## src/im2col_pkg.sv

```systemverilog
// im2col engine shared constants, DMA register map, transaction and config types
`default_nettype none

package im2col_pkg;

  localparam int unsigned CH_NUM     = 4;
  localparam int unsigned CH_IDX_W   = 2;
  localparam int unsigned FIFO_DEPTH = 4;
  localparam int unsigned FIFO_PTR_W = $clog2(FIFO_DEPTH);

  localparam logic [31:0] WORD_BYTES    = 32'd4;  // 32-bit elements only
  localparam logic [31:0] DMA_BASE_ADDR = 32'h0003_0000;
  localparam logic [31:0] DMA_CH_SIZE   = 32'h0000_0100;

  // Per-channel register offsets
  localparam logic [31:0] DMA_SRC_PTR_OFFSET        = 32'h00;
  localparam logic [31:0] DMA_DST_PTR_OFFSET        = 32'h04;
  localparam logic [31:0] DMA_SIZE_D1_OFFSET        = 32'h0C;
  localparam logic [31:0] DMA_SIZE_D2_OFFSET        = 32'h10;
  localparam logic [31:0] DMA_INC_SRC_D1_OFFSET     = 32'h18;
  localparam logic [31:0] DMA_INC_SRC_D2_OFFSET     = 32'h1C;
  localparam logic [31:0] DMA_INC_DST_D1_OFFSET     = 32'h20;
  localparam logic [31:0] DMA_INC_DST_D2_OFFSET     = 32'h24;
  localparam logic [31:0] DMA_DIMENSIONALITY_OFFSET = 32'h34;
  localparam logic [31:0] DMA_TOP_PAD_OFFSET        = 32'h3C;
  localparam logic [31:0] DMA_LEFT_PAD_OFFSET       = 32'h48;

  // Register field widths
  localparam logic [31:0] PAD_MASK    = 32'h0000_003F;
  localparam logic [31:0] INC_D1_MASK = 32'h0000_003F;
  localparam logic [31:0] INC_D2_MASK = 32'h007F_FFFF;
  localparam logic [31:0] SIZE_MASK   = 32'h0000_FFFF;

  typedef logic [CH_IDX_W-1:0] ch_idx_t;

  typedef struct packed {
    logic [31:0]       src_ptr;
    logic [31:0]       dst_ptr;
    logic [15:0]       iw;
    logic [15:0]       ih;
    logic [15:0]       n_patches_w;
    logic [15:0]       n_patches_h;
    logic [7:0]        fw;
    logic [7:0]        fh;
    logic [7:0]        num_ch;
    logic [7:0]        stride_d1;
    logic [7:0]        stride_d2;
    logic [5:0]        pad_top;
    logic [5:0]        pad_left;
    logic [CH_NUM-1:0] ch_mask;
    logic              irq_en;
  } im2col_cfg_t;

  typedef struct packed {
    logic [31:0] input_ptr;
    logic [31:0] output_ptr;
    logic [31:0] in_inc_d2;
    logic [31:0] n_zeros_top;
    logic [31:0] n_zeros_left;
    logic [31:0] size_d1;
    logic [31:0] size_d2;
  } dma_trans_t;

  typedef struct packed {
    logic        valid;
    logic [31:0] addr;
    logic [31:0] wdata;
  } dma_wr_t;

  typedef enum logic [3:0] {
    CTRL_IDLE,
    CTRL_F_MIN_OFFSET,
    CTRL_IM_COORD,
    CTRL_N_ZEROS,
    CTRL_PARAM_1,
    CTRL_PARAM_2,
    CTRL_PUSH,
    CTRL_OFFSET_STEP,
    CTRL_DRAIN,
    CTRL_DONE
  } ctrl_state_e;

  // Listed in the order the loader writes them
  typedef enum logic [3:0] {
    REG_IDLE,
    REG_DIMENSIONALITY,
    REG_TOP_PAD,
    REG_LEFT_PAD,
    REG_SRC_PTR,
    REG_DST_PTR,
    REG_INC_SRC_D1,
    REG_INC_SRC_D2,
    REG_INC_DST_D1,
    REG_INC_DST_D2,
    REG_SIZE_D2,
    REG_SIZE_D1,
    REG_POP
  } dma_reg_e;

endpackage

`default_nettype wire
```

## src/im2col_trans_fifo.sv

```systemverilog
// Fall-through circular FIFO holding pending DMA transactions
`default_nettype none

module im2col_trans_fifo (
  input  logic                   clk_i,
  input  logic                   rst_ni,
  input  logic                   push_i,
  input  im2col_pkg::dma_trans_t data_i,
  input  logic                   pop_i,
  output im2col_pkg::dma_trans_t data_o,
  output logic                   full_o,
  output logic                   empty_o
);
  import im2col_pkg::*;

  dma_trans_t            mem_q [FIFO_DEPTH];
  logic [FIFO_PTR_W-1:0] wr_ptr_q;
  logic [FIFO_PTR_W-1:0] rd_ptr_q;
  logic [FIFO_PTR_W:0]   count_q;
  logic                  do_push;
  logic                  do_pop;

  assign full_o  = (count_q == (FIFO_PTR_W + 1)'(FIFO_DEPTH));
  assign empty_o = (count_q == '0);
  assign do_push = push_i && !full_o;
  assign do_pop  = pop_i && !empty_o;
  assign data_o  = mem_q[rd_ptr_q];  // Head visible without a pop

  always_ff @(posedge clk_i) begin
    if (do_push) begin
      mem_q[wr_ptr_q] <= data_i;
    end
  end

  always_ff @(posedge clk_i or negedge rst_ni) begin
    if (!rst_ni) begin
      wr_ptr_q <= '0;
      rd_ptr_q <= '0;
      count_q  <= '0;
    end else begin
      if (do_push) wr_ptr_q <= wr_ptr_q + FIFO_PTR_W'(1);  // Wraps after the last slot
      if (do_pop) rd_ptr_q <= rd_ptr_q + FIFO_PTR_W'(1);
      count_q <= count_q + (FIFO_PTR_W + 1)'(do_push) - (FIFO_PTR_W + 1)'(do_pop);
    end
  end

endmodule

`default_nettype wire

```

## config.mk

```make
export PLATFORM = sky130hd
export DESIGN_NAME = im2col_trans_fifo
export DESIGN_NICKNAME = d
export VERILOG_FILES = /design/src/im2col_pkg.sv /design/src/im2col_trans_fifo.sv
export SDC_FILE = /design/constraint.sdc
export NUM_CORES = 1
export LEC_CHECK = 0
export ABC_AREA = 1
export BUFFER_PORTS_ARGS = -buffer_cell sky130_fd_sc_hd__buf_4
export CAP_MARGIN = 40
export CORE_MARGIN = 3
export CORE_UTILIZATION = 50
export CTS_CLUSTER_DIAMETER = 120
export DETAILED_ROUTE_END_ITERATION = 7
export PLACE_DENSITY = 0.8
export SYNTH_ARGS = -nofsm -noshare
export SYNTH_HDL_FRONTEND = slang
export SYNTH_SLANG_ARGS = --single-unit
```

## constraint.sdc

```tcl
create_clock -name clk_i -period 13.7 [get_ports clk_i]
set_input_delay 3.425 -clock clk_i [delete_from_list [all_inputs] [get_ports clk_i]]
set_output_delay 3.425 -clock clk_i [all_outputs]
set_load 0.02 [all_outputs]
```

# Yosys cells after proc, flatten, opt, wreduce, memory -nomap -nowiden
# Memory sizes are Yosys's and may differ from the RTL's.
# Index checks and enable logic that the tools add are counted.
# classes
n_lt_le_gt_ge,0
add_sub_neg,4
n_reduce_logical,5
eq_ne,1
bitwise_logic,0
n_mul,0
n_shift,0
n_div,0
mux,2
# ops
operator,n
"2-bit by 1-bit adder with 2-bit output, second input constant",2
3-bit by 1-bit adder with 3-bit output,1
"3-bit == test, second input constant",1
3-bit logical NOT,1
3-bit by 1-bit subtractor with 3-bit output,1
1-bit logical AND,2
1-bit logical NOT,2
1-bit two-way mux,2
# word_totals
n_memories,1
latch_bits,0
regBits,7
mem_bits_ro,0
ramBits,896
out_inout_bits,226
elab_cells,16
# memory_table
name,words,width,read_ports,rd_ports_with_merged_regs,write_ports,line,rtl
mem_q,4,224,1,0,1,im2col_trans_fifo.sv:16,dma_trans_t mem_q [FIFO_DEPTH];

# Longest topological paths before layout
# depth
depth_word,5
ltp_mapped,10
ltp_nobuf,10

# Least setup slack after synthesis
# Ideal clock, no wire load.
# synth_timing
path_type,input to register
startpoint,in push_i
endpoint,"mem mem_q[0][0] (netlist name), enable pin"
t_arrival_ps,12854
setup_ps,814
slack_ps,32
stages,2
required_ps,12886
cell_sequence,nand2_1 > nor2_1
# synth_between
elab_chain_len,3
# synth_lines
element,line,rtl
from (decl),im2col_trans_fifo.sv:7,"input logic push_i,"
1-bit logical AND,im2col_trans_fifo.sv:25,assign do_push = push_i && !full_o;
1-bit two-way mux,im2col_trans_fifo.sv:30,if (do_push) begin
1-bit two-way mux (implied by the code),im2col_trans_fifo.sv:31,mem_q[wr_ptr_q] <= data_i;
to (decl),im2col_trans_fifo.sv:16,
# Every way passes these cells.

==> impl_metrics.env <==
export IMPL_startpoint_type="flop"
export IMPL_cpMostUsedCell="buf_4"
export IMPL_numCtsBuffers=91
export IMPL_fin_ws_ns=6.11
export IMPL_grt_pass1_wl_mm=119
export IMPL_multi_input_area_um2=6690
export IMPL_drc=0
export IMPL_cpPeakStageDelay_ns=0.86
export IMPL_die_area_um2=74500
export IMPL_internal_power_mw=6.33
export IMPL_yosysUniqueCellTypes=19
export IMPL_holdWs_ns=0.510
export IMPL_drv_slew=0
export IMPL_grt_max_degree=217
export IMPL_dr_pass1_iters=5
export IMPL_grt_pass1_vias=22296
export IMPL_utilization=0.609
export IMPL_num_nets_final=3564
export IMPL_die_height_um=273
export IMPL_required_ns=10.27
export IMPL_layout_drive_gt1_share=0.184
export IMPL_crit_arrival_ns=4.16
export IMPL_cp_slowest_cell="dfrtp_4"
export IMPL_ys_ff_latch=903
export IMPL_insertion_delay_ns=0.63
export IMPL_regArea_um2=27100
export IMPL_ir_drop_uv=245
export IMPL_critPathBufInv=5
export IMPL_cts_sinks=903
export IMPL_rows=97
export IMPL_synthTopCellsByCount="edfxtp_1 (896), nand2_1 (691), nor2_1 (453)"
export IMPL_synthesis_area_um2=35600
export IMPL_yosys_area_top_type="edfxtp_1"
export IMPL_area_growth_syn_to_layout_pct=20.2
export IMPL_cts_tree="yes"
export IMPL_grt_ovfl_total=0
export IMPL_grtUsageTotal=0.204
export IMPL_routedWlPerCell_um=17.8
export IMPL_antenna_left=0
export IMPL_p_seq_frac=0.376
export IMPL_drv_cap=0
export IMPL_power_leakage_nw=17.0
export IMPL_ctsResizeCount=0
export IMPL_ctsHoldBuffers=0
export IMPL_initial_core_util=0.507
export IMPL_via_per_inst=5.10
export IMPL_finalInstanceArea_um2=42800
export IMPL_swShare=0.368
export IMPL_finalSetupTns_ns=0
export IMPL_cts_buffer_depth=3
export IMPL_finalSetupViolCount=0
export IMPL_finalCritPeriodShare=0.554
export IMPL_netlist_instances=2895
export IMPL_finClkSkew_ns=0.0428
export IMPL_yosysMostFrequentCell="edfxtp_1"
export IMPL_fillers=5054
export IMPL_portBuffers=453
export IMPL_async_flop_share=0.00775
export IMPL_io_pins=454
export IMPL_cellPowerDensity_nw_per_um2=234
export IMPL_htree_levels=3
export IMPL_fin_crit_ns=7.59
export IMPL_synthFlopType="edfxtp_1"
export IMPL_crit_type="reg -> out"
export IMPL_endpoint_kind="output port"
export IMPL_die_w_um=273
export IMPL_synthTopCellsByArea="edfxtp_1 (76%), nand2_1 (7.3%), o21ai_0 (5.1%), nor2_1 (4.8%), inv_1 (2.5%)"
export IMPL_dp_slack_ns=6.79
export IMPL_syn_nets=3130
export IMPL_dp_hpwl_mm=45.6
export IMPL_clk_pin_slew_ns=0.06
export IMPL_gp_congestion=0.759
export IMPL_wirelength_mm=77.3
export IMPL_p_switching_mw=3.68
export IMPL_hold_viol_final=0
export IMPL_crit_chain="buf_4 > buf_4 > buf_16 > buf_4 > nor2_1 > nor2_1 > o21ai_0 > nand2_1 > buf_4"
export IMPL_tightest_slew_ns=1.29
export IMPL_dpl_cell_area_um2=39800
export IMPL_synth_edf_count=896
export IMPL_first_iter_violations=1829
export IMPL_vias=22189
export IMPL_worst_path_max_fanout=96
export IMPL_ys_warn_count=0
export IMPL_status="completed"
export IMPL_rsz0062_at_grt="no"
export IMPL_cts_setup_buffers=0
export IMPL_clkPwrFrac=0.247
export IMPL_cts_root_buffer="clkbuf_16"
export IMPL_netlist_area_leader_share=0.755
export IMPL_crit_family="buffers and inverters"
export IMPL_power_frac_comb=0.377
export IMPL_grt_antenna_before_repair=10
export IMPL_seq_area_frac_synth=0.760
export IMPL_clock_fmax_mhz=132
export IMPL_core_area_um2=70300
export IMPL_slew_headroom=0.141
export IMPL_min_path_type="reg -> reg"
export IMPL_syn_avg_cell_area_um2=12.3
-- logic make-up after synthesis --
| family | Yosys count | synth area share |
|---|---|---|
| buffers and inverters | 388 | 0.0529 |
| AO/OA/AOI/OAI | 448 | 0.0629 |
| AND/OR/NAND/NOR | 1149 | 0.121 |
| adder cells (fa/ha/maj) | 7 | 0.00267 |
| flip-flops | 903 | 0.760 |
-- worst register-to-register path, delay by kind of cell (launching register included) --
kind	cells	cell delay, ns
DFF	1	0.36
buffers and inverters	2	1.52
and+or+nand+nor	4	1.24
-- cell usage in the layout (no fill, tap or decap), types with 9 or more instances in the layout --
master	instances
bufinv_16	11
inv_1	238
clkbuf_1	18
buf_16	11
clkinv_2	13
clkbuf_16	93
o21ai_0	361
diode_2	9
edfxtp_1	896
clkinv_1	18
buf_4	476
nand2_1	691
nor2_1	449
o21ai_1	87
-- per-layer routing --
metal / global-route usage / wire, um / part of all wire
met1: 0.234 / 28500 / 0.37
met2: 0.364 / 40200 / 0.52
met3: 0.0479 / 5860 / 0.076
met4: 0.0851 / 2620 / 0.034
met5: 0 / 32 / 0.00041
-- power by group through the flow --
stage          Clock (mW)  Sequential, mW  Combinational, mW
5_1_grt              2.64            3.80               4.13
3_5_place_dp            0            3.82               3.78
3_3_place_gp            0            3.80               3.63
4_1_cts              2.53            3.76               3.81
2_1_floorplan           0            3.97               2.38
6_report             2.48            3.76               3.77
-- per-stage QoR --
step | total power, mW | instances
floorplan | 6.35 | 2895
global placement | 7.43 | 4165
detailed placement | 7.59 | 4176
CTS | 10.1 | 4341
global route | 10.6 | 4347
finish | 10.0 | 4350
-- cell type report --
| class | instances | area share |
|---|---|---|
| tap | 940 | 0.0275 |
| inverter | 240 | 0.0213 |
| multi-input combinational | 1604 | 0.156 |
| clock buffer | 111 | 0.0559 |
| clock inverter | 54 | 0.0145 |
| antenna | 9 | 0.000526 |
| timing repair buffer | 489 | 0.0915 |
| sequential | 903 | 0.633 |
-- worst paths after layout --
path / from / endpoint / slack [ns] / cells past startpoint
max: rd_ptr_q[0] / data_o[58] / 6.11 / 9
min: count_q[0] / count_q[0] / 0.51 / 1
max reg2reg: count_q[1] / mem_q[1][59] / 10.09 / 6
min reg2reg: count_q[0] / count_q[0] / 0.51 / 1
max in group asynchronous: rst_ni / rd_ptr_q[0] / 10.96 / 1
min in group asynchronous: rst_ni / wr_ptr_q[0] / 2.59 / 1
-- flip-flops by register name, summed over array words and instances (netlist names) --
name,count
mem_q,896
rd_ptr_q,2
wr_ptr_q,2
count_q,3
Power figures use the tool's default switching activity.
