<file path="config.mk">
export PLATFORM = sky130hd
export DESIGN_NAME = im2col_dma_loader
export DESIGN_NICKNAME = d
export VERILOG_FILES = /design/src/im2col_pkg.sv /design/src/im2col_dma_loader.sv
export SDC_FILE = /design/constraint.sdc
export NUM_CORES = 1
export LEC_CHECK = 0
export BUFFER_PORTS_ARGS = -buffer_cell sky130_fd_sc_hd__buf_2
export CAP_MARGIN = 20
export CORE_AREA = 4 4 184 186
export DETAILED_ROUTE_END_ITERATION = 8
export DIE_AREA = 0 0 188 190
export PLACE_DENSITY = 0.41
export SLEW_MARGIN = 20
export SYNTH_ARGS = -nofsm -noshare
export SYNTH_HDL_FRONTEND = slang
export SYNTH_SLANG_ARGS = --single-unit
</file>
<file path="constraint.sdc">
create_clock -name clk_i -period 1.7 [get_ports clk_i]
set_input_delay 0 -clock clk_i [delete_from_list [all_inputs] [get_ports clk_i]]
set_output_delay 0 -clock clk_i [all_outputs]
set_load 0.01 [all_outputs]
</file>
<file path="src/im2col_pkg.sv">
// im2col engine shared constants, DMA register map, transaction and config types
`default_nettype none

package im2col_pkg;

  localparam int unsigned CH_NUM     = 4;
  localparam int unsigned CH_IDX_W   = 2;
  localparam int unsigned FIFO_DEPTH = 4;
  localparam int unsigned FIFO_PTR_W = $clog2(FIFO_DEPTH);

  localparam logic [31:0] WORD_BYTES    = 32'd4;  // 32-bit elements only
  localparam logic [31:0] DMA_BASE_ADDR = 32'h0003_0000;
  localparam logic [31:0] DMA_CH_SIZE   = 32'h0000_0100;

  // Per-channel register offsets
  localparam logic [31:0] DMA_SRC_PTR_OFFSET        = 32'h00;
  localparam logic [31:0] DMA_DST_PTR_OFFSET        = 32'h04;
  localparam logic [31:0] DMA_SIZE_D1_OFFSET        = 32'h0C;
  localparam logic [31:0] DMA_SIZE_D2_OFFSET        = 32'h10;
  localparam logic [31:0] DMA_INC_SRC_D1_OFFSET     = 32'h18;
  localparam logic [31:0] DMA_INC_SRC_D2_OFFSET     = 32'h1C;
  localparam logic [31:0] DMA_INC_DST_D1_OFFSET     = 32'h20;
  localparam logic [31:0] DMA_INC_DST_D2_OFFSET     = 32'h24;
  localparam logic [31:0] DMA_DIMENSIONALITY_OFFSET = 32'h34;
  localparam logic [31:0] DMA_TOP_PAD_OFFSET        = 32'h3C;
  localparam logic [31:0] DMA_LEFT_PAD_OFFSET       = 32'h48;

  // Register field widths
  localparam logic [31:0] PAD_MASK    = 32'h0000_003F;
  localparam logic [31:0] INC_D1_MASK = 32'h0000_003F;
  localparam logic [31:0] INC_D2_MASK = 32'h007F_FFFF;
  localparam logic [31:0] SIZE_MASK   = 32'h0000_FFFF;

  typedef logic [CH_IDX_W-1:0] ch_idx_t;

  typedef struct packed {
    logic [31:0]       src_ptr;
    logic [31:0]       dst_ptr;
    logic [15:0]       iw;
    logic [15:0]       ih;
    logic [15:0]       n_patches_w;
    logic [15:0]       n_patches_h;
    logic [7:0]        fw;
    logic [7:0]        fh;
    logic [7:0]        num_ch;
    logic [7:0]        stride_d1;
    logic [7:0]        stride_d2;
    logic [5:0]        pad_top;
    logic [5:0]        pad_left;
    logic [CH_NUM-1:0] ch_mask;
    logic              irq_en;
  } im2col_cfg_t;

  typedef struct packed {
    logic [31:0] input_ptr;
    logic [31:0] output_ptr;
    logic [31:0] in_inc_d2;
    logic [31:0] n_zeros_top;
    logic [31:0] n_zeros_left;
    logic [31:0] size_d1;
    logic [31:0] size_d2;
  } dma_trans_t;

  typedef struct packed {
    logic        valid;
    logic [31:0] addr;
    logic [31:0] wdata;
  } dma_wr_t;

  typedef enum logic [3:0] {
    CTRL_IDLE,
    CTRL_F_MIN_OFFSET,
    CTRL_IM_COORD,
    CTRL_N_ZEROS,
    CTRL_PARAM_1,
    CTRL_PARAM_2,
    CTRL_PUSH,
    CTRL_OFFSET_STEP,
    CTRL_DRAIN,
    CTRL_DONE
  } ctrl_state_e;

  // Listed in the order the loader writes them
  typedef enum logic [3:0] {
    REG_IDLE,
    REG_DIMENSIONALITY,
    REG_TOP_PAD,
    REG_LEFT_PAD,
    REG_SRC_PTR,
    REG_DST_PTR,
    REG_INC_SRC_D1,
    REG_INC_SRC_D2,
    REG_INC_DST_D1,
    REG_INC_DST_D2,
    REG_SIZE_D2,
    REG_SIZE_D1,
    REG_POP
  } dma_reg_e;

endpackage

`default_nettype wire
</file>
<file path="src/im2col_dma_loader.sv">
// Sequencer programming one FIFO transaction into a claimed DMA channel
`default_nettype none

module im2col_dma_loader (
  input  logic                    clk_i,
  input  logic                    rst_ni,
  input  im2col_pkg::im2col_cfg_t cfg_i,
  input  im2col_pkg::dma_trans_t  trans_i,
  input  logic                    fifo_empty_i,
  input  logic                    any_free_i,
  input  im2col_pkg::ch_idx_t     free_ch_i,
  input  logic                    first_use_i,
  input  logic                    dma_ready_i,
  output logic                    pop_o,
  output logic                    claim_o,
  output logic                    idle_o,
  output im2col_pkg::dma_wr_t     dma_wr_o
);
  import im2col_pkg::*;

  dma_reg_e    state_q;
  dma_reg_e    state_d;
  ch_idx_t     ch_q;
  logic        valid_q;
  logic        wr_done;
  logic [31:0] reg_off;
  logic [31:0] reg_data;

  assign claim_o = (state_q == REG_IDLE) && !fifo_empty_i && any_free_i;
  assign wr_done = valid_q && dma_ready_i;
  assign pop_o   = (state_q == REG_POP);
  assign idle_o  = (state_q == REG_IDLE);

  always_comb begin
    state_d = state_q;
    case (state_q)
      REG_IDLE: begin
        if (claim_o) begin
          state_d = first_use_i ? REG_DIMENSIONALITY : REG_TOP_PAD;
        end
      end
      REG_POP: state_d = REG_IDLE;
      default: if (wr_done) state_d = dma_reg_e'(state_q + 4'd1);  // Next opcode
    endcase
  end

  always_ff @(posedge clk_i or negedge rst_ni) begin
    if (!rst_ni) begin
      state_q <= REG_IDLE;
      ch_q    <= '0;
      valid_q <= 1'b0;
    end else begin
      state_q <= state_d;
      if (claim_o) ch_q <= free_ch_i;
      if (wr_done) begin
        valid_q <= 1'b0;  // At least one low cycle between writes
      end else if (state_q != REG_IDLE && state_q != REG_POP) begin
        valid_q <= 1'b1;
      end
    end
  end

  always_comb begin
    reg_off  = '0;
    reg_data = '0;
    case (state_q)
      REG_DIMENSIONALITY: begin
        reg_off  = DMA_DIMENSIONALITY_OFFSET;
        reg_data = 32'd1;  // 2-D transfers
      end
      REG_TOP_PAD: begin
        reg_off  = DMA_TOP_PAD_OFFSET;
        reg_data = (trans_i.n_zeros_top * WORD_BYTES) & PAD_MASK;
      end
      REG_LEFT_PAD: begin
        reg_off  = DMA_LEFT_PAD_OFFSET;
        reg_data = (trans_i.n_zeros_left * WORD_BYTES) & PAD_MASK;
      end
      REG_SRC_PTR: begin
        reg_off  = DMA_SRC_PTR_OFFSET;
        reg_data = trans_i.input_ptr;
      end
      REG_DST_PTR: begin
        reg_off  = DMA_DST_PTR_OFFSET;
        reg_data = trans_i.output_ptr;
      end
      REG_INC_SRC_D1: begin
        reg_off  = DMA_INC_SRC_D1_OFFSET;
        reg_data = (32'(cfg_i.stride_d1) * WORD_BYTES) & INC_D1_MASK;
      end
      REG_INC_SRC_D2: begin
        reg_off  = DMA_INC_SRC_D2_OFFSET;
        reg_data = (trans_i.in_inc_d2 * WORD_BYTES) & INC_D2_MASK;
      end
      REG_INC_DST_D1: begin
        reg_off  = DMA_INC_DST_D1_OFFSET;
        reg_data = WORD_BYTES;  // Output is contiguous
      end
      REG_INC_DST_D2: begin
        reg_off  = DMA_INC_DST_D2_OFFSET;
        reg_data = WORD_BYTES;
      end
      REG_SIZE_D2: begin
        reg_off  = DMA_SIZE_D2_OFFSET;
        reg_data = (trans_i.size_d2 * WORD_BYTES) & SIZE_MASK;
      end
      REG_SIZE_D1: begin
        reg_off  = DMA_SIZE_D1_OFFSET;  // Last write, starts the channel
        reg_data = (trans_i.size_d1 * WORD_BYTES) & SIZE_MASK;
      end
      default: ;
    endcase
  end

  assign dma_wr_o.valid = valid_q;
  assign dma_wr_o.addr  = DMA_BASE_ADDR + 32'(ch_q) * DMA_CH_SIZE + reg_off;
  assign dma_wr_o.wdata = reg_data;

endmodule

`default_nettype wire

</file>
After elaboration in Yosys (flattened, before gate mapping)
Cells that the tools add are included.
{ "classes": {"addsub": 3, "reduce_logical": 11, "n_eq_ne": 14, "n_mux": 8} }
{ "ops": {"columns": ["op", "count"], "rows": [
  ["$pmux W32 S10", 1],
  ["$pmux W7 S10", 1],
  ["$add A19 B32 Y32", 1],
  ["$eq A4 B4 Y1 const B", 5],
  ["$add A18 B10 Y19 const A", 1],
  ["$eq A4 B3 Y1 const B", 4],
  ["$eq A4 B2 Y1 const B", 2],
  ["$mux W4", 2],
  ["$pmux W4 S2", 1],
  ["$add A4 B1 Y4 const B", 1],
  ["$eq A4 B1 Y1 const B", 1],
  ["$logic_and A1 B1 Y1", 4],
  ["$logic_not A4 Y1", 1],
  ["$ne A4 B4 Y1 const B", 1],
  ["$reduce_bool A4 Y1", 1],
  ["$reduce_bool A3 Y1", 1],
  ["$mux W1", 2],
  ["$mux W2", 1],
  ["$ne A2 B2 Y1 const B", 1],
  ["$reduce_and A2 Y1", 1],
  ["$reduce_bool A2 Y1", 1],
  ["$reduce_or A2 Y1", 1],
  ["$logic_not A1 Y1", 1]
]} }
{ "word_totals": {"ff_bits": 7, "out_inout_bits": 68, "word_cells": 39} }

Longest topological paths before layout
Gate-level depths: netlist of run 1.
{ "logic_depth": {"word_depth": 5, "mapped_depth": 8, "mapped_depth_nobuf": 6} }

Worst setup path after synthesis of run 1
OpenSTA, ideal clock, no wires.
{ "synth_path": {"path_kind": "reg-to-output", "startpoint": "register state_q[0]", "endpoint": "output port dma_wr_o[12] (netlist name)", "slack_ns": 0.148, "required_ns": 1.700, "n_path_buf": 2, "arrival_ns": 1.552, "stages_incl_launch_ff": 8, "cell_sequence": "dfrtp_1 > inv_1 > ha_1 > buf_6 > nor2b_4 > and2_4 > buf_6 > a221o_1"} }
{ "synth_rtl": {"columns": ["item", "line", "text"], "rows": [
  ["from (decl)", "im2col_dma_loader.sv:21", "dma_reg_e state_q;"],
  ["from (signal assigned)", "im2col_dma_loader.sv:53", "state_q <= state_d;"],
  ["to (decl)", "im2col_dma_loader.sv:17", "output im2col_pkg::dma_wr_t dma_wr_o"]
]} }

==> results of run 1 <==
==> registers in the layout (all words and copies together), names as in the netlist <==
name / flops
ch_q: 2
valid_q: 1
state_q: 4
==> worst max-delay path, cell delays in order, from the launching register on <==
cell and delay, ns:
dfrtp_1 0.42, inv_2 0.10, ha_4 0.18, buf_6 0.12
a222oi_1 0.34, o21ai_1 0.12, a211o_1 0.27, buf_2 0.14
==> path summary, 6_finish.rpt <==
kind                              from     endpoint  slack (ns)  cells after the start
max                         state_q[1]  dma_wr_o[2]       -0.23                      7
min                        dma_ready_i   state_q[2]        0.10                      3
max reg2reg                 state_q[0]      ch_q[0]        0.07                      6
min reg2reg                    ch_q[1]      ch_q[1]        0.50                      1
max in group asynchronous       rst_ni   state_q[2]        1.34                      2
min in group asynchronous       rst_ni      ch_q[1]        0.15                      2
==> power by group <==
part	switching [mW]	total (mW)	internal, mW
clock network	0.0983	0.411	0.313
logic	2.50	5.04	2.55
registers	0.0924	0.342	0.250
total	2.69	5.79	3.11
==> area by class of cell <==
class	count	area, um^2
tap	442	553
timing repair buffer	240	1560
clock buffer	4	78.8
antenna	1	2.50
sequential	7	178
multi-input combinational	171	1370
inverter	5	18.8
fill	3767	28500
==> cell usage in the layout (no fill, tap or decap), types with 5 or more instances in the layout <==
cell and instances:
dfrtp_1 5, nor2_1 6, buf_6 21, a21oi_1 6
conb_1 25, inv_2 5, a221o_1 12, o22ai_1 7
a22oi_1 6, a222oi_1 7, a22o_1 14, nand2_1 12
buf_4 38, buf_12 7, buf_2 170, a22oi_2 13
==> through the flow <==
stage	worst slack (ns)	instances	instance area (um^2)	utilization, %
after global placement	-0.245	832	3060	9.48
after detailed placement	-0.226	832	3060	9.48
after CTS	-0.205	859	3550	11.0
after global routing	-0.270	869	3750	11.6
final	-0.230	870	3760	11.6
after floorplan	0.148	228	1650	-
==> timing repair <==
item,CTS,global route
hold buffers,3,0
setup buffers,18,9
pin swaps,28,24
gates cloned,2,1
endpoints found under the setup margin,35,37
resized for setup,52,30
hold endpoints to repair,9,0
==> kinds of logic (layout without fill, tap and decap cells) <==
group,Yosys count,after routing,share of synthesized area (%)
other cells,2,26,0.481
mux,4,4,2.72
flops,7,7,11.2
buf+inv,52,249,21.9
simple gates,47,49,16.0
fa+ha+maj,4,4,3.20
compound gates,89,89,44.4
==> layer usage <==
| layer | vias to the layer above | global-route usage, % | share of wire [%] |
|---|---|---|---|
| li1 | 1198 | - | - |
| met1 | 1159 | 8.43 | 41 |
| met2 | 154 | 12.6 | 48 |
| met3 | 24 | 2.81 | 9.1 |
| met4 | 14 | 0.254 | 0.65 |
| met5 | - | 0 | 0.73 |
==> results.md, run 1 <==
* Status: finished with violations
* Failing checks: negative setup slack
* Number of global-route vias before repair at 2602
* GPL Wtd Cong at 0.715
* Vert. Die Dim at 190 um
* Critical path class: flop to output port
* Synthesis-to-finish area growth at 140%
* DRT iter0 DRCs at 94
* Fin. max-slew vios at 0
* Via-per-instance ratio at 2.93
* Residual DRC at 0
* DIE AREA at 35700 um^2
* Design Power at 5.79 mW
* Main synth FF type: dfrtp_1
* Maximum capacitance violations at 0
* CP Capture Type: output port
* Clk_skew at 0.00172 ns
* #FFs+latches synth at 7
* Synth warn at 0
* Static leakage at 1.72 nW
* Hpwl dp at 11600 um
* Peak VDD IR at 0.000482 V
* Fin worst setup slack at -0.230 ns
* RSZ-0062 raised after global routing: true
* Share of the synthesized area in the top cell type at 15.4%
* Synth Instances at 205
* Root Buffer: clkbuf_16
* Initial antenna violation count at 12
* Sinks on Clock Net at 7
* Clk buf depth at 2
* Nets at 849
* Top post-synthesis cells by area: buf_4 15%, dfrtp_1 11%, a22oi_1 8.6%, a22o_1 7.8%, a221o_1 7.7%
* Syn avg cell area at 7.62 um^2
* Netlist cell types at 43
* TNS Setup at -3.53 ns
* I/O pin cnt at 485
* Clk Latency, worst-skew pair at 0.23 ns
* Fmax at 0.518 GHz
* Pin count of the biggest net entering global routing at 18
* First-pass GRT wire length at 18200 um
* Starting Density at 4.84%
* PwrDens at 1540 nW/um^2
* Setup violations, final at 28
* Minimum clock period at 1.93 ns
* Port Buffers at 175
* Via Count at 2549
* Gr ovfl total at 0
* Cell with the most instances after synthesis: buf_4
* Startpoint Class: flop
* Sequential area share after synthesis at 11.2%
* Core ar. at 32300 um^2
* Synth area leader: buf_4
* Die X at 188 um
* Worst hold margin at 0.101 ns
* GRT Resource Usage Total at 7.05%
* Worst Hold Class: input port to flop
* EDFF count, synth at 0
* Hold Violations, Final at 0
* Worst Path Max Fanout at 4
* Arrival @ worst endpoint at 1.93 ns
* CTS Buf Count at 3
* H-tree depth at 1
* Worst-path clk slew at 0.04 ns
* Async S/R FF share, synth at 100%
* Tcrit/Tclk final at 114%
* Critical Path RT at 1.70 ns
* Row count at 66
* Syn Std Cell Area at 1560 um^2
* Synth top cells by count: 32 x buf_4, 18 x a22oi_1, 14 x a22o_1
* Router iterations before antenna repair at 7
* CTS tree: built
* Post-route ant nets at 0
* Detailed Route WL at 13800 um
* Wirelength per Cell at 15.8 um
* Fraction of layout cells with a size suffix above 1 at 68.4%
Power figures use the tool's default switching activity.
==> run 2: changes to the inputs <==
--- a/config.mk
+++ b/config.mk
@@ -7,10 +7,10 @@
 export LEC_CHECK = 0
 export BUFFER_PORTS_ARGS = -buffer_cell sky130_fd_sc_hd__buf_2
 export CAP_MARGIN = 20
-export CORE_AREA = 4 4 184 186
+export CORE_AREA = 4 4 186 188
 export DETAILED_ROUTE_END_ITERATION = 8
-export DIE_AREA = 0 0 188 190
-export PLACE_DENSITY = 0.41
+export DIE_AREA = 0 0 190 192
+export PLACE_DENSITY = 0.4
 export SLEW_MARGIN = 20
 export SYNTH_ARGS = -nofsm -noshare
 export SYNTH_HDL_FRONTEND = slang
==> constraint.sdc (replaced) <==
create_clock -name clk_i -period 2.4 [get_ports clk_i]
set_input_delay 0 -clock clk_i [delete_from_list [all_inputs] [get_ports clk_i]]
set_output_delay 0 -clock clk_i [all_outputs]
set_load 0.01 [all_outputs]
==> run 2 against run 1 <==
Against the previous run: the flow now finishes without violations; setup slack gained 0.45 ns; cell count shrank 4.4%; largest power group unchanged; critical path type unchanged; clock power shrank 30%; largest cell class is now multi-input combinational cells; die area grew 2.1%; sequential power shrank 29%.
==> results.md, run 2 (synthesized netlist as in run 1, its figures left out) <==
* Fraction of layout cells with a size suffix above 1 at 55.0% (-13 points)
* DRT iter0 DRCs at 90 (-4.3%)
* Via-per-instance ratio at 2.75 (-6.0%)
* Startpoint Class: flop
* Post-route ant nets at 0 (unchanged)
* GR peak layer: met2
* Worst-path clk slew at 0.04 ns (about the same)
* Worst Path Max Fanout at 8 (+4)
* Critical path class: flop to output port
* CTS tree: built
* Status: finished, final reports clean
* Minimum clock period at 2.18 ns
* Buf/Inv on CP at 3 (unchanged)
* Critical Path RT at 2.40 ns (+0.70 ns)
* Placed inst area at 2920 um^2 (-4.7%)
* Hpwl dp at 10800 um (-7.0%)
* Most frequent cells in the layout: 175 x buf_2, 25 x conb_1, 18 x a22oi_1, 18 x buf_4, 14 x a22o_1
* Final instance area at 3040 um^2 (-19%)
* Delay-heaviest family, CP: compound AO/OA/AOI/OAI gates
* I/O pin cnt at 485 (unchanged)
* Starting Density at 4.72% (-0.12 points)
* Sinks on Clock Net at 7 (unchanged)
* GPL Wtd Cong at 0.655 (-8.4%)
* CTS Buf Count at 3 (unchanged)
* Fmax at 0.458 GHz
* GRT met3 Usage at 2.27% (-0.54 points)
* CP Cell Sequence: inv_1, ha_1, buf_4, a22oi_1, a311o_1, o21ai_1, buf_2
* Gr ovfl total at 0 (unchanged)
* Synthesis-to-finish area growth at 94.3%
* Row count at 67 (+1.5%)
* Clk Latency, worst-skew pair at 0.23 ns (about the same)
* Met1 track demand over resource at 7.10% (-1.3 points)
* PwrDens at 986 nW/um^2 (-36%)
* Design Power at 2.99 mW (-48%)
* Nets at 804 (-5.3%)
* Slew Limit Headroom at 62.8%
* Detailed Route WL at 12100 um (-12%)
* Number of fill cells at 3880 (+3.0%)
* Vert. Die Dim at 192 um (+1.1%)
* Via Count at 2292 (-10%)
* Crit path from: state_q[0]
* Router iterations before antenna repair at 4 (-3)
* Port Buffers at 175 (unchanged)
* RSZ-0062 raised after global routing: false
* GRT Resource Usage Total at 6.02% (-1.0 points)
* Start point of the worst hold path: first_use_i
* Peak VDD IR at 0.000324 V (-33%)
* Slowest Stage Delay on Critical Path at 0.43 ns (about the same)
* Max FFs per register at 4 (unchanged)
* Root Buffer: clkbuf_16
* Clk buf depth at 2 (unchanged)
* Arrival @ worst endpoint at 2.18 ns (+0.25 ns)
* Core ar. at 33100 um^2 (+2.6%)
* Maximum capacitance violations at 0 (unchanged)
* TNS Setup at 0 ns (+3.53 ns)
* H-tree depth at 1 (unchanged)
* Top Registers: state_q x4, ch_q x2, valid_q x1
* Setup violations, final at 0 (-100%)
* CP Capture Type: output port
* DIE AREA at 36500 um^2 (+2.1%)
* Worst Hold Class: input port to flop
* Number of global-route vias before repair at 2211 (-15%)
* Tcrit/Tclk final at 90.9%
* Residual DRC at 0 (unchanged)
* Commonest non-fill, non-tap cell in the layout: buf_2
* Clk_skew at 0.00545 ns (+0.00372 ns)
* Die X at 190 um (+1.1%)
* Setup Fix Bufs, Post-CTS at 0 (-18)
* Worst r2r src: state_q[0]
* Static leakage at 1.43 nW (-17%)
* First-pass GRT wire length at 15800 um (-13%)
* Most flops, register: state_q
* Hold Violations, Final at 0 (unchanged)
* Worst path slowest cell: a311o_1
* Fin. max-slew vios at 0 (unchanged)
* Slew @ Worst Pin at 0.558 ns
* Wirelength per Cell at 14.5 um (-8.2%)
* Met2 Usage GRT at 10.6% (-2.0 points)
* Pin count of the biggest net entering global routing at 23 (+5)
* Initial antenna violation count at 4 (-8)
run 2: cell types whose count changed in the layout (fill, tap and decap cells not counted), moves of 4 or more:
| cell | change |
|---|---|
| buf_4 | -20 |
| a22oi_2 | -12 |
| o22ai_1 | +4 |
| a22oi_1 | +12 |
| ha_4 | -4 |
| buf_6 | -21 |
| nor2_1 | +4 |
| buf_12 | -6 |
| buf_2 | +5 |
| o22ai_2 | -4 |
run 2: report_power, final:
part | leakage, nW | total [mW] | internal (mW) | switching, mW
logic | 1.31 | 2.46 | 1.01 | 1.45
clock network | 0.0409 | 0.287 | 0.219 | 0.0679
registers | 0.0845 | 0.244 | 0.173 | 0.0702
total | 1.43 | 2.99 | 1.40 | 1.59
run 2: worst paths after layout:
path	to	slack, ns	depth (start not counted)
max	dma_wr_o[3]	0.22	7
min	state_q[0]	0.14	3
max reg2reg	ch_q[1]	0.54	5
min reg2reg	ch_q[0]	0.49	1
max in group asynchronous	state_q[2]	2.05	2
min in group asynchronous	ch_q[1]	0.15	2
run 2: layout make-up:
class	count	area (um^2)	share of cell area, %
Multi-Input combinational cell	169	1140	37.4
Timing Repair Buffer	197	1060	34.9
Tap cell	448	561	18.5
Sequential cell	7	175	5.77
Clock buffer	3	75.1	2.47
Inverter	5	18.8	0.618
Clock inverter	1	5.00	0.165
Antenna cell	2	5.00	0.165
run 2: worst register-to-register path, delay by kind of cell (launching register included):
kind	cells	cell delay (ns)
fa+ha+maj	1	0.40
flops	1	0.41
simple gates	2	0.44
mux	1	0.33
buf+inv	1	0.15
run 2: per-stage QoR:
stage / util, % / std cells / hold slack, ns / setup WS (ns)
final: 9.17 / 832 / 0.138 / 0.218
after global routing: 9.16 / 830 / 0.160 / 0.00248
after CTS: 9.16 / 830 / 0.138 / 0.101
after detailed placement: 8.82 / 823 / -0.135 / 0.238
after global placement: 8.82 / 823 / -0.140 / 0.263
after floorplan: - / 228 / -0.296 / 0.848
run 2: metal layers:
layer | vias up | part of all wire, %
met1 | 1027 | 39
met5 | - | 0.17
met4 | 4 | 2.0
met3 | 8 | 11
met2 | 143 | 47
li1 | 1110 | -
run 2: repair_timing:
action | 4_1_cts | 5_1_grt
hold buffers | 3 | 0
endpoints found under the hold margin | 9 | 0
resized for setup | 1 | 0
setup endpoints to repair | 2 | 0
