## config.mk

```make
export PLATFORM = sky130hd
export DESIGN_NAME = im2col_channel_tracker
export DESIGN_NICKNAME = d
export VERILOG_FILES = /design/src/im2col_pkg.sv /design/src/im2col_channel_tracker.sv
export SDC_FILE = /design/constraint.sdc
export NUM_CORES = 1
export LEC_CHECK = 0
export BUFFER_PORTS_ARGS = -buffer_cell sky130_fd_sc_hd__buf_2
export CAP_MARGIN = 10
export CELL_PAD_IN_SITES_DETAIL_PLACEMENT = 1
export CELL_PAD_IN_SITES_GLOBAL_PLACEMENT = 1
export CORE_MARGIN = 2
export CORE_UTILIZATION = 28
export DETAILED_ROUTE_END_ITERATION = 10
export PLACE_DENSITY = 0.72
export SYNTH_ARGS = -nofsm -noshare
export SYNTH_HDL_FRONTEND = slang
export SYNTH_SLANG_ARGS = --single-unit
```

## constraint.sdc

```tcl
create_clock -name clk_i -period 1.1 [get_ports clk_i]
set_input_delay 0.22 -clock clk_i [delete_from_list [all_inputs] [get_ports clk_i]]
set_output_delay 0.22 -clock clk_i [all_outputs]
set_load 0.03 [all_outputs]
```

## src/im2col_pkg.sv

```systemverilog
// im2col engine shared constants, DMA register map, transaction and config types
`default_nettype none

package im2col_pkg;

  localparam int unsigned CH_NUM     = 4;
  localparam int unsigned CH_IDX_W   = 2;
  localparam int unsigned FIFO_DEPTH = 4;
  localparam int unsigned FIFO_PTR_W = $clog2(FIFO_DEPTH);

  localparam logic [31:0] WORD_BYTES    = 32'd4;  // 32-bit elements only
  localparam logic [31:0] DMA_BASE_ADDR = 32'h0003_0000;
  localparam logic [31:0] DMA_CH_SIZE   = 32'h0000_0100;

  // Per-channel register offsets
  localparam logic [31:0] DMA_SRC_PTR_OFFSET        = 32'h00;
  localparam logic [31:0] DMA_DST_PTR_OFFSET        = 32'h04;
  localparam logic [31:0] DMA_SIZE_D1_OFFSET        = 32'h0C;
  localparam logic [31:0] DMA_SIZE_D2_OFFSET        = 32'h10;
  localparam logic [31:0] DMA_INC_SRC_D1_OFFSET     = 32'h18;
  localparam logic [31:0] DMA_INC_SRC_D2_OFFSET     = 32'h1C;
  localparam logic [31:0] DMA_INC_DST_D1_OFFSET     = 32'h20;
  localparam logic [31:0] DMA_INC_DST_D2_OFFSET     = 32'h24;
  localparam logic [31:0] DMA_DIMENSIONALITY_OFFSET = 32'h34;
  localparam logic [31:0] DMA_TOP_PAD_OFFSET        = 32'h3C;
  localparam logic [31:0] DMA_LEFT_PAD_OFFSET       = 32'h48;

  // Register field widths
  localparam logic [31:0] PAD_MASK    = 32'h0000_003F;
  localparam logic [31:0] INC_D1_MASK = 32'h0000_003F;
  localparam logic [31:0] INC_D2_MASK = 32'h007F_FFFF;
  localparam logic [31:0] SIZE_MASK   = 32'h0000_FFFF;

  typedef logic [CH_IDX_W-1:0] ch_idx_t;

  typedef struct packed {
    logic [31:0]       src_ptr;
    logic [31:0]       dst_ptr;
    logic [15:0]       iw;
    logic [15:0]       ih;
    logic [15:0]       n_patches_w;
    logic [15:0]       n_patches_h;
    logic [7:0]        fw;
    logic [7:0]        fh;
    logic [7:0]        num_ch;
    logic [7:0]        stride_d1;
    logic [7:0]        stride_d2;
    logic [5:0]        pad_top;
    logic [5:0]        pad_left;
    logic [CH_NUM-1:0] ch_mask;
    logic              irq_en;
  } im2col_cfg_t;

  typedef struct packed {
    logic [31:0] input_ptr;
    logic [31:0] output_ptr;
    logic [31:0] in_inc_d2;
    logic [31:0] n_zeros_top;
    logic [31:0] n_zeros_left;
    logic [31:0] size_d1;
    logic [31:0] size_d2;
  } dma_trans_t;

  typedef struct packed {
    logic        valid;
    logic [31:0] addr;
    logic [31:0] wdata;
  } dma_wr_t;

  typedef enum logic [3:0] {
    CTRL_IDLE,
    CTRL_F_MIN_OFFSET,
    CTRL_IM_COORD,
    CTRL_N_ZEROS,
    CTRL_PARAM_1,
    CTRL_PARAM_2,
    CTRL_PUSH,
    CTRL_OFFSET_STEP,
    CTRL_DRAIN,
    CTRL_DONE
  } ctrl_state_e;

  // Listed in the order the loader writes them
  typedef enum logic [3:0] {
    REG_IDLE,
    REG_DIMENSIONALITY,
    REG_TOP_PAD,
    REG_LEFT_PAD,
    REG_SRC_PTR,
    REG_DST_PTR,
    REG_INC_SRC_D1,
    REG_INC_SRC_D2,
    REG_INC_DST_D1,
    REG_INC_DST_D2,
    REG_SIZE_D2,
    REG_SIZE_D1,
    REG_POP
  } dma_reg_e;

endpackage

`default_nettype wire
```

## src/im2col_channel_tracker.sv

```systemverilog
// DMA channel busy and first-use bookkeeping with lowest free channel search
`default_nettype none

module im2col_channel_tracker (
  input  logic                          clk_i,
  input  logic                          rst_ni,
  input  logic [im2col_pkg::CH_NUM-1:0] ch_mask_i,
  input  logic                          claim_i,
  input  logic [im2col_pkg::CH_NUM-1:0] dma_done_i,
  input  logic                          job_end_i,
  output im2col_pkg::ch_idx_t           free_ch_o,
  output logic                          any_free_o,
  output logic                          first_use_o,
  output logic                          all_idle_o
);
  import im2col_pkg::*;

  logic [CH_NUM-1:0] busy_q;
  logic [CH_NUM-1:0] written_q;  // Dimensionality already programmed
  logic [CH_NUM-1:0] avail;

  assign avail = ch_mask_i & ~busy_q;

  always_comb begin
    free_ch_o = '0;
    for (int i = CH_NUM - 1; i >= 0; i--) begin
      if (avail[i]) free_ch_o = ch_idx_t'(i);  // Lowest index wins
    end
  end

  assign any_free_o  = |avail;
  assign first_use_o = !written_q[free_ch_o];
  assign all_idle_o  = !(|busy_q);

  always_ff @(posedge clk_i or negedge rst_ni) begin
    if (!rst_ni) begin
      busy_q    <= '0;
      written_q <= '0;
    end else begin
      busy_q <= busy_q & ~dma_done_i;
      if (job_end_i) written_q <= '0;
      if (claim_i) begin
        busy_q[free_ch_o]    <= 1'b1;
        written_q[free_ch_o] <= 1'b1;
      end
    end
  end

endmodule

`default_nettype wire

```

==> After elaboration in Yosys (flattened, before gate mapping) <==
Index checks and enable logic that the tools add are counted.
{ "totals": {"regBits": 8, "input_bits": 12, "output_inout_bits": 5, "elab_cells": 26} }
{ "op_classes": {"n_lt_le_gt_ge": 2, "n_mux": 11, "n_bitwise": 6, "n_reduce_logical": 5} }
{ "op_table": {"columns": ["operator", "count"], "rows": [
  ["4-bit two-way mux", 3],
  ["4-bit bitwise AND", 2],
  ["2-bit two-way mux", 4],
  ["4-bit NOT", 2],
  ["4-bit OR", 2],
  ["4-bit OR reduction", 2],
  ["2-bit by 3-bit < comparator with 1-bit output, second input constant", 1],
  ["1-bit binary-select mux with 2-bit select", 1],
  ["1-bit demux with 2-bit select", 1],
  ["2-bit by 1-bit greater-or-equal comparator with 1-bit output, second input constant", 1],
  ["1-bit logical NOT", 2],
  ["1-bit two-way mux", 2],
  ["1-bit logical AND", 1]
]} }

==> Logic depth before layout (Yosys ltp) <==
Gate-level depths: netlist of the first run.
{ "depth": {"ltp_word": 12, "mapped_depth": 3, "ltp_nobuf": 3} }

==> Worst setup path after synthesis of the first run <==
OpenSTA, ideal clock, no wires.
{ "synth_path": {"path_kind": "register to output", "startpoint": "register busy_q[0]", "endpoint": "output port all_idle_o", "t_arrival_ns": 1.387, "required_time_ns": 0.880, "setup_slack_ns": -0.507, "stages_incl_launch_ff": 2, "n_path_buf": 0, "path_cell_list": "dfrtp_1 > nor4_1"} }
{ "synth_between": {"elab_chain_cells": 2} }
{ "synth_lines": {"columns": ["element", "line_no", "source"], "rows": [
  ["from (decl)", "im2col_channel_tracker.sv:18", "logic [CH_NUM-1:0] busy_q;"],
  ["from (signal assigned)", "im2col_channel_tracker.sv:40", "busy_q <= busy_q & ~dma_done_i;"],
  ["4-bit OR reduction", "im2col_channel_tracker.sv:33", "assign all_idle_o = !(|busy_q);"],
  ["1-bit logical NOT", "im2col_channel_tracker.sv:33", null],
  ["to (decl)", "im2col_channel_tracker.sv:14", "output logic all_idle_o"]
]} }
No other way between the ends.

==> Worst setup path in the final report of the first run <==
{ "layout_path": {"startpoint": "register busy_q[2]", "endpoint": "output port first_use_o"} }
{ "layout_between": {"elab_chain_cells": 8} }
{ "layout_lines": {"columns": ["element", "line_no", "source"], "rows": [
  ["4-bit NOT", "im2col_channel_tracker.sv:22", "assign avail = ch_mask_i & ~busy_q;"],
  ["4-bit bitwise AND", "im2col_channel_tracker.sv:22", null],
  ["2-bit two-way mux (3 in a row)", "im2col_channel_tracker.sv:27", "if (avail[i]) free_ch_o = ch_idx_t'(i);"],
  ["1-bit binary-select mux with 2-bit select", "im2col_channel_tracker.sv:32", "assign first_use_o = !written_q[free_ch_o];"],
  ["1-bit two-way mux (implied by the code)", "im2col_channel_tracker.sv:32", null],
  ["1-bit logical NOT", "im2col_channel_tracker.sv:32", null],
  ["to (decl)", "im2col_channel_tracker.sv:13", "output logic first_use_o,"]
]} }
No other way between the ends. The select of a mux whose other input is x is not followed.

==> summary.txt, run 1 <==
Worst setup path
  – Cell breakdown of the critical path: buf_12 > nor2b_4 > o31a_1 > o22ai_4 > buf_6
  – Slowest-stage cell, CP: dfrtp_2
  – Buf/Inv on CP: 2
  – Worst Reg-to-Reg Cells: 5
  – Critical Path Max Stage Delay: 450 ps
  – Stages on worst setup path: 5
  – Critical Path RT: 880 ps
  – Worst Path Arrival: 1470 ps
  – Critical path class: reg2out
  – FF-to-FF Start: busy_q[2]
  – CP Max Fanout: 4
  – Reg2reg end: written_q[0]
  – Worst setup EP type: output pin
  – Delay-heaviest family, CP: flip-flops
  – Crit start category: register
  – CP startpoint: busy_q[2]
  – FF-to-FF setup slack: -220 ps

Synth
  – Main flop type after synthesis: dfrtp_1
  – Synth area leader: dfrtp_1
  – Fraction of the mapped netlist area in adder cells: 0
  – Cell Area, Synth: 407 um2
  – XOR/XNOR Fraction of Synth Area: 0
  – EDFF count, synth: 0
  – Seq cells post-synth: 8
  – Cell with the most instances after synthesis: inv_1
  – Simple-gate share of the synthesized area: 0.231
  – Syn Area/Cell: 8.84 um2
  – Yosys top cell area share: 0.492
  – Netlist cell types: 17
  – Synthesized netlist cell count: 46
  – Post-synth ARST share: 1.00
  – Yosys synthesis warning count: 0
  – Largest family of logic cells by synthesized area: simple AND/OR/NAND/NOR gates
  – Post-synthesis mux area share: 0
  – Top cells by count, synth: inv_1 (9), dfrtp_1 (8), o21ai_0 (5), o22ai_1 (5)
  – Sequential fraction of the synthesis area: 0.492
  – Compound-Gate Fraction of Synth Area: 0.194
  – Syn Nets: 58
  – Ranking of synthesized cells by area: dfrtp_1 (49%), inv_1 (8.3%), o22ai_1 (7.7%)

Clocking
  – Clock Sinks: 8
  – Clk Latency, worst-skew pair: 250 ps
  – Clock-pin slew on the worst setup and hold paths: 60 ps
  – Clock Path Buffers: 2
  – Root buffer cell: clkbuf_4
  – CTS Buf Count: 3
  – H-tree levels: 1
  – CTS tree: built

Die
  – Die ar.: 0.00177 mm2
  – IO Count: 17
  – Initial Utilization: 0.305
  – Area of the core: 0.00133 mm2
  – Die Wd: 42.1 um
  – Die H: 42.1 um
  – Rows: 13

Hold path
  – Hold Path End: busy_q[1]
  – Hold WC Path Type: in2reg
  – HP Start: dma_done_i[1]
  – Worst hold stages: 2

Cells and area
  – Antenna cells: 0
  – Final net count: 96
  – Synth-to-layout area growth: 113%
  – Area occupied by multi-input gates: 319 um2
  – FILL cells: 146
  – Reg area: 201 um2
  – Post-route cell area: 865 um2
  – Layout cells sized above 1: 0.646

Routing
  – Routed length per instance: 21.4 um
  – DRT iter0 DRCs: 7
  – Iteration count of the initial detailed-routing pass: 4
  – M1 WL: 792 um
  – Final ANT Viol Nets: 0
  – Overall routed net length: 2080 um
  – DRC violations left: 0
  – DR top layer: met4
  – Met2 WL: 1120 um
  – Vias per cell: 5.43
  – DR WL met3: 116 um
  – Total number of vias: 527

Place
  – Port bufs: 16
  – Placed cell areas: 669 um2
  – GP Congestion: 0.781
  – Post-Place Setup Slack: -353 ps
  – Final HPWL DP: 1100 um

Timing
  – WHS: 140 ps
  – Endpoints failing setup: 11
  – TNS Setup: -3100 ps
  – Peak Freq: 593 MHz
  – Relative slew margins: 0.807
  – Least-Margin Pin Slew: 290 ps
  – Clock Skews: 1.75 ps
  – Hold Vio Cnt, Final: 0
  – Minimum clock period after layout: 1690 ps
  – Unrepaired setup endpoints after global routing: true
  – Slew Limit Fails: 0
  – Final period utilization: 1.53
  – PnR worst setup slack: -587 ps

GRT
  – GRT Resource Usage Total: 0.192
  – Initial antenna violation count: 0
  – Vias in the first global route: 566
  – First-pass GRT wire length: 2480 um
  – Total global routing overflow: 0
  – Largest net degree at the start of global routing: 9

Run status
  – Failing checks: setup timing
  – Status: complete, but fails checks

Power and ir drop
  – Power per Cell Area: 1380 mW/mm2
  – Max rail drop VDD: 0.000858 V
  – Tot Pwr: 0.00119 W
  – Lkg Pwr: 0.406 nW

Job
  – Number of max-cap violations: 0
## worst max-delay path by stage
stage / endpoint / slack [ps]
after floorplan: all_idle_o / -180
after global placement: first_use_o / -310
after detailed placement: first_use_o / -350
after CTS: first_use_o / -530
after global routing: first_use_o / -640
final: first_use_o / -590
## routing by layer
| layer | vias to the layer above | GRT usage |
|---|---|---|
| met1 | 264 | 0.200 |
| met2 | 21 | 0.381 |
| li1 | 236 | - |
| met4 | 0 | 0.0563 |
| met3 | 6 | 0.0388 |
| met5 | - | 0 |
## state kept, by name, summed over array words and instances (netlist names)
register,count
busy_q,4
written_q,4
## placed cells by master, fill, tap and decap left out, drive strengths merged
cell type,netlist,final
nor4,1,1
dlygate4sd3,0,1
nand2,1,1
a21oi,1,1
o22ai,5,5
buf,0,32
o31a,1,1
nor3,1,1
nor2,1,1
nor3b,1,1
nand2b,3,3
a311oi,1,1
dfrtp,8,8
o21ai,5,5
inv,9,9
nand4,1,1
nand3,3,3
clkbuf,0,3
nor2b,4,4
## through the flow
stage | util | cells
floorplan | - | 46
global placement | 0.502 | 91
detailed placement | 0.502 | 91
CTS | 0.569 | 94
global route | 0.648 | 97
finish | 0.648 | 97
## repair_timing
| item | 4_1_cts | 5_1_grt |
|---|---|---|
| hold buffers | 1 | 0 |
| buffers inserted | 0 | 3 |
| hold endpoints to repair | 8 | 0 |
| pin swaps | 4 | 3 |
| resized for setup | 16 | 17 |
| endpoints found under the setup margin | 12 | 13 |
## final cells by class
class,count,share of cell area
sequential,8,0.233
timing repair buffer,33,0.311
inverter,9,0.0391
tap,15,0.0217
multi-input combinational,29,0.369
clock buffer,3,0.0260
## logic make-up (layout without fill, tap and decap cells)
| group | after synthesis | after routing |
|---|---|---|
| and+or+nand+nor | 16 | 16 |
| AOI/OAI and AO/OA | 13 | 13 |
| buffers and inverters | 9 | 45 |
| DFF | 8 | 8 |
## where the power goes
| part | switching, W | leakage (nW) | internal, W |
|---|---|---|---|
| logic | 0.000292 | 0.289 | 0.000291 |
| clock network | 0.000115 | 0.0138 | 0.000126 |
| registers | 0.0000359 | 0.103 | 0.000330 |
Power figures use the tool's default switching activity.
==> run 2, diff against run 1 <==
CORE_MARGIN = 1   (was 2)
==> run 2 against run 1 <==
The flow still finishes with violations (setup timing). Die area is 9.3% lower. Critical endpoint unchanged. Final area is 8.7% lower. Clock power decreased by 4%. Utilization decreased by 5.6 points. Cell count rose by 1.0%. Worst setup slack better by 60 ps. Clock skew grew 9.9 ps. Sequential power is 2% lower. Wire length decreased by 22%. Worst hold slack improved by 5.1 ps.
==> summary.txt, run 2 (synthesized netlist as in run 1, its figures left out) <==
Power and ir drop
  – Comb power frac: 0.460
  – Seq pwr share: 0.329
  – Int Power: 0.000704 W
  – Power per Cell Area: 1380 mW/mm2
  – Lkg Pwr: 0.378 nW
  – Switching Share: 0.356
  – Max rail drop VDD: 0.000828 V
  – Clock Power Share: 0.211
  – Sw Pwr: 0.000389 W

Worst setup path
  – Cell breakdown of the critical path: nor2b_2 > o31a_1 > o22ai_4 > buf_6
  – Crit start category: register
  – Worst Path Arrival: 1410 ps
  – CP Max Fanout: 3
  – Critical Path RT: 880 ps
  – Critical path class: reg2out
  – Critical Path Max Stage Delay: 400 ps
  – Slowest-stage cell, CP: dfrtp_1
  – Worst setup EP type: output pin

GRT
  – Largest net degree at the start of global routing: 9
  – M2 GR Usage: 0.468
  – First-pass GRT wire length: 2430 um
  – Total global routing overflow: 0
  – GRT Resource Usage Total: 0.253
  – Met3 usage: 0.122
  – Initial antenna violation count: 0
  – M1 GR Usage: 0.261
  – Top Usage Layer GRT: met2
  – Vias in the first global route: 513

Timing
  – Least-Margin Pin Slew: 287 ps
  – Endpoints failing setup: 13
  – PnR worst setup slack: -527 ps
  – Clock Skews: 11.7 ps
  – Peak Freq: 614 MHz
  – Relative slew margins: 0.809
  – Hold Vio Cnt, Final: 0
  – Unrepaired setup endpoints after global routing: true
  – Slew Limit Fails: 0
  – Final period utilization: 1.48
  – Minimum clock period after layout: 1630 ps
  – TNS Setup: -2860 ps

Cells and area
  – Fin cells: 98
  – Final net count: 97
  – Commonest non-fill, non-tap cell in the layout: buf_4
  – Post-route cell area: 790 um2
  – Layout Utilization: 0.592
  – Layout cells sized above 1: 0.590
  – Synth-to-layout area growth: 94.2%
  – Regs by FF count: busy_q (4), written_q (4)
  – Most frequent cells in the layout: buf_4 (19), buf_2 (11), inv_1 (9)
  – Antenna cells: 0

Job
  – Number of max-cap violations: 0

Clocking
  – Clock-pin slew on the worst setup and hold paths: 60 ps
  – H-tree levels: 1
  – CTS Buf Count: 3
  – Clock Path Buffers: 2
  – CTS tree: built
  – Clock Sinks: 8
  – Root buffer cell: clkbuf_4
  – Clk Latency, worst-skew pair: 260 ps

Place
  – Post-Place Setup Slack: -341 ps
  – Port bufs: 16
  – GP Congestion: 0.820
  – Cells after DPL: 93
  – Final HPWL DP: 1120 um
  – Placed cell areas: 684 um2

Routing
  – Vias per cell: 5.03
  – DRT iter0 DRCs: 4
  – Iteration count of the initial detailed-routing pass: 4
  – Overall routed net length: 1630 um
  – DRC violations left: 0
  – Final ANT Viol Nets: 0
  – Routed length per instance: 16.6 um
  – Total number of vias: 493

Hold path
  – Hold WC Path Type: in2reg

Run status
  – Status: complete, but fails checks
  – Failing checks: setup timing

Die
  – Initial Utilization: 0.305
  – Rows: 13
  – Area of the core: 0.00133 mm2
  – Die H: 40.1 um
  – Die ar.: 0.00161 mm2
  – IO Count: 17
  – Die Wd: 40.1 um
run 2: cell types whose count changed in the layout (fill, tap and decap cells not counted):
cell / previous run / this run
nand2b_1: 0 / 2
o22ai_2: 1 / 0
buf_4: 11 / 19
o22ai_1: 3 / 4
nand3_4: 1 / 0
o21ai_0: 0 / 4
buf_12: 1 / 0
nand3_1: 1 / 2
nand2b_4: 3 / 1
buf_6: 9 / 3
nor2b_2: 0 / 2
o21ai_2: 1 / 0
o21ai_1: 4 / 1
nor2b_4: 3 / 1
run 2: path summary, 6_finish.rpt:
path                               startpoint           end  slack (ps)  cells past startpoint
worst max register to register      busy_q[1]     busy_q[0]        -140                      4
max in group asynchronous              rst_ni     busy_q[2]         560                      2
worst max-delay path                busy_q[1]   first_use_o        -530                      4
min in group asynchronous              rst_ni  written_q[3]         340                      2
worst min-delay path            dma_done_i[2]     busy_q[2]         140                      2
worst min register to register   written_q[2]  written_q[2]         580                      2
run 2: stage by stage:
step	hold WS (ps)	total power, W
final	145	0.00109
after global routing	135	0.00116
after CTS	142	0.00107
after detailed placement	77.8	0.000773
after global placement	77.9	0.000759
after floorplan	-75.6	0.000587
run 2: worst max-delay path, delay by kind of cell (launching register included):
family / cells / cell delay [ps]
AOI/OAI and AO/OA: 2 / 340
buffers and inverters: 1 / 150
DFF: 1 / 400
and+or+nand+nor: 1 / 260
run 2: area by class of cell:
type	instances	area (um2)
fill	163	544
multi-input combinational	29	272
timing repair buffer	34	241
sequential	8	201
inverter	9	33.8
clock buffer	3	22.5
tap	15	18.8
run 2: power by group through the flow:
| stage | sequential, W | combinational, W | clock, W |
|---|---|---|---|
| after floorplan | 0.000360 | 0.000227 | 0 |
| after global placement | 0.000357 | 0.000402 | 0 |
| after detailed placement | 0.000360 | 0.000413 | 0 |
| after CTS | 0.000356 | 0.000478 | 0.000239 |
| after global routing | 0.000362 | 0.000534 | 0.000261 |
| final | 0.000359 | 0.000503 | 0.000231 |
run 2: layer usage:
layer | vias up | share of wire
li1 | 234 | -
met1 | 240 | 0.37
met2 | 19 | 0.57
met3 | 0 | 0.059
met4 | 0 | 0
met5 | - | 0
run 2: repair_timing:
action                                 4_1_cts  5_1_grt
buffers inserted                             3        0
endpoints found under the hold margin        8        0
cloned                                       0        0
hold buffers                                 1        0
pin swaps                                    5        0
setup endpoints to repair                   11       13
gates resized for setup                     12        3
==> run 3, diff against run 2 <==
RECOVER_POWER = 25   (was unset)
==> run 3 against run 2 <==
The run still ends with setup timing left. Maximum frequency unchanged. Non-clock buffer count unchanged. Largest power group unchanged. Critical endpoint unchanged. Final area down 0.16%. Die area unchanged. Combinational power about the same.
==> summary.txt, run 3 (synthesized netlist as in run 1, its figures left out) <==
Clocking
  – CTS tree: built
  – Clock-pin slew on the worst setup and hold paths: 60 ps
  – H-tree levels: 1
  – Clk Latency, worst-skew pair: 260 ps
  – Root buffer cell: clkbuf_4
  – Clock Sinks: 8
  – CTS Buf Count: 3
  – Clock Path Buffers: 2

Power and ir drop
  – Lkg Pwr: 0.375 nW
  – Max rail drop VDD: 0.000828 V
  – Tot Pwr: 0.00109 W
  – Power per Cell Area: 1390 mW/mm2

Worst setup path
  – FF-to-FF setup slack: -140 ps
  – Reg2reg end: busy_q[0]
  – Worst setup EP type: output pin
  – Worst Path Arrival: 1410 ps
  – FF-to-FF Start: busy_q[1]
  – CP Max Fanout: 3
  – Critical Path RT: 880 ps
  – Worst Reg-to-Reg Cells: 4
  – Critical path class: reg2out
  – Crit start category: register

Job
  – Number of max-cap violations: 0

Die
  – Die H: 40.1 um
  – Die ar.: 0.00161 mm2
  – IO Count: 17
  – Die Wd: 40.1 um
  – Area of the core: 0.00133 mm2
  – Initial Utilization: 0.305
  – Rows: 13

Hold path
  – Hold Path End: busy_q[2]
  – Worst hold stages: 2
  – Hold WC Path Type: in2reg
  – HP Start: dma_done_i[2]

GRT
  – Largest net degree at the start of global routing: 9
  – Vias in the first global route: 513
  – Initial antenna violation count: 0
  – GRT Resource Usage Total: 0.253
  – Total global routing overflow: 0
  – First-pass GRT wire length: 2430 um

Cells and area
  – Most frequent cells in the layout: buf_4 (19), buf_2 (10), inv_1 (9)
  – Antenna cells: 0
  – Final net count: 97
  – Layout cells sized above 1: 0.578
  – Commonest non-fill, non-tap cell in the layout: buf_4
  – Regs by FF count: busy_q (4), written_q (4)
  – FILL cells: 164
  – Synth-to-layout area growth: 93.8%
  – Layout Utilization: 0.591
  – Fin cells: 98
  – Post-route cell area: 788 um2

Routing
  – Vias per cell: 5.03
  – Overall routed net length: 1630 um
  – DRT iter0 DRCs: 4
  – Iteration count of the initial detailed-routing pass: 4
  – Final ANT Viol Nets: 0
  – Total number of vias: 493
  – DRC violations left: 0
  – Routed length per instance: 16.6 um

Run status
  – Status: complete, but fails checks
  – Failing checks: setup timing

Timing
  – Hold Vio Cnt, Final: 0
  – Slew Limit Fails: 0
  – Final period utilization: 1.48
  – PnR worst setup slack: -527 ps
  – Unrepaired setup endpoints after global routing: true
  – Endpoints failing setup: 13
  – Minimum clock period after layout: 1630 ps
  – Least-Margin Pin Slew: 518 ps
  – Relative slew margins: 0.655
  – Clock Skews: 11.7 ps
  – Peak Freq: 614 MHz

Place
  – GP Congestion: 0.820
  – Placed cell areas: 684 um2
  – Final HPWL DP: 1120 um
  – Port bufs: 16
  – Post-Place Setup Slack: -341 ps
  – Cells after DPL: 93
run 3: per-stage QoR:
| step | setup TNS, ps | hold slack [ps] |
|---|---|---|
| after detailed placement | -1610 | 77.8 |
| final | -2860 | 145 |
| after CTS | -2500 | 142 |
| after floorplan | -567 | -75.6 |
| after global placement | -1340 | 77.9 |
| after global routing | -3560 | 135 |
run 3: worst max path at each step:
stage	to	slack [ps]	from	depth (start not counted)
global route	first_use_o	-580	busy_q[1]	4
CTS	first_use_o	-500	busy_q[1]	4
finish	first_use_o	-530	busy_q[1]	4
floorplan	all_idle_o	-180	busy_q[0]	1
global placement	first_use_o	-350	busy_q[2]	4
detailed placement	first_use_o	-340	busy_q[2]	4
run 3: final cells by class:
class,count,area [um2],area share
multi-input cells,29,272,0.344
inverters,9,33.8,0.0429
clock buffers,3,22.5,0.0286
repair buffers,34,240,0.305
flip-flops and latches,8,201,0.256
well taps,15,18.8,0.0238
run 3: power by group:
part,internal [W],switching (W)
clock network,0.000125,0.000106
registers,0.000330,0.0000289
logic,0.000248,0.000254
total,0.000704,0.000389
run 3: timing repair:
action / in CTS / in global routing
hold buffers: 1 / 0
hold endpoints to repair: 8 / 0
pin swaps: 5 / 0
endpoints found under the setup margin: 11 / 13
gates resized for setup: 12 / 3
setup buffers: 3 / 0
run 3: routing by layer:
metal | share of wire | GRT usage
met1 | 0.37 | 0.261
met2 | 0.57 | 0.468
met3 | 0.057 | 0.122
met4 | 0 | 0.0259
met5 | 0 | 0
run 3: critical path, stage by stage, from the launching register on:
cell and delay (ps):
dfrtp_1 400, nor2b_2 260, o31a_1 260, o22ai_4 80
buf_6 150
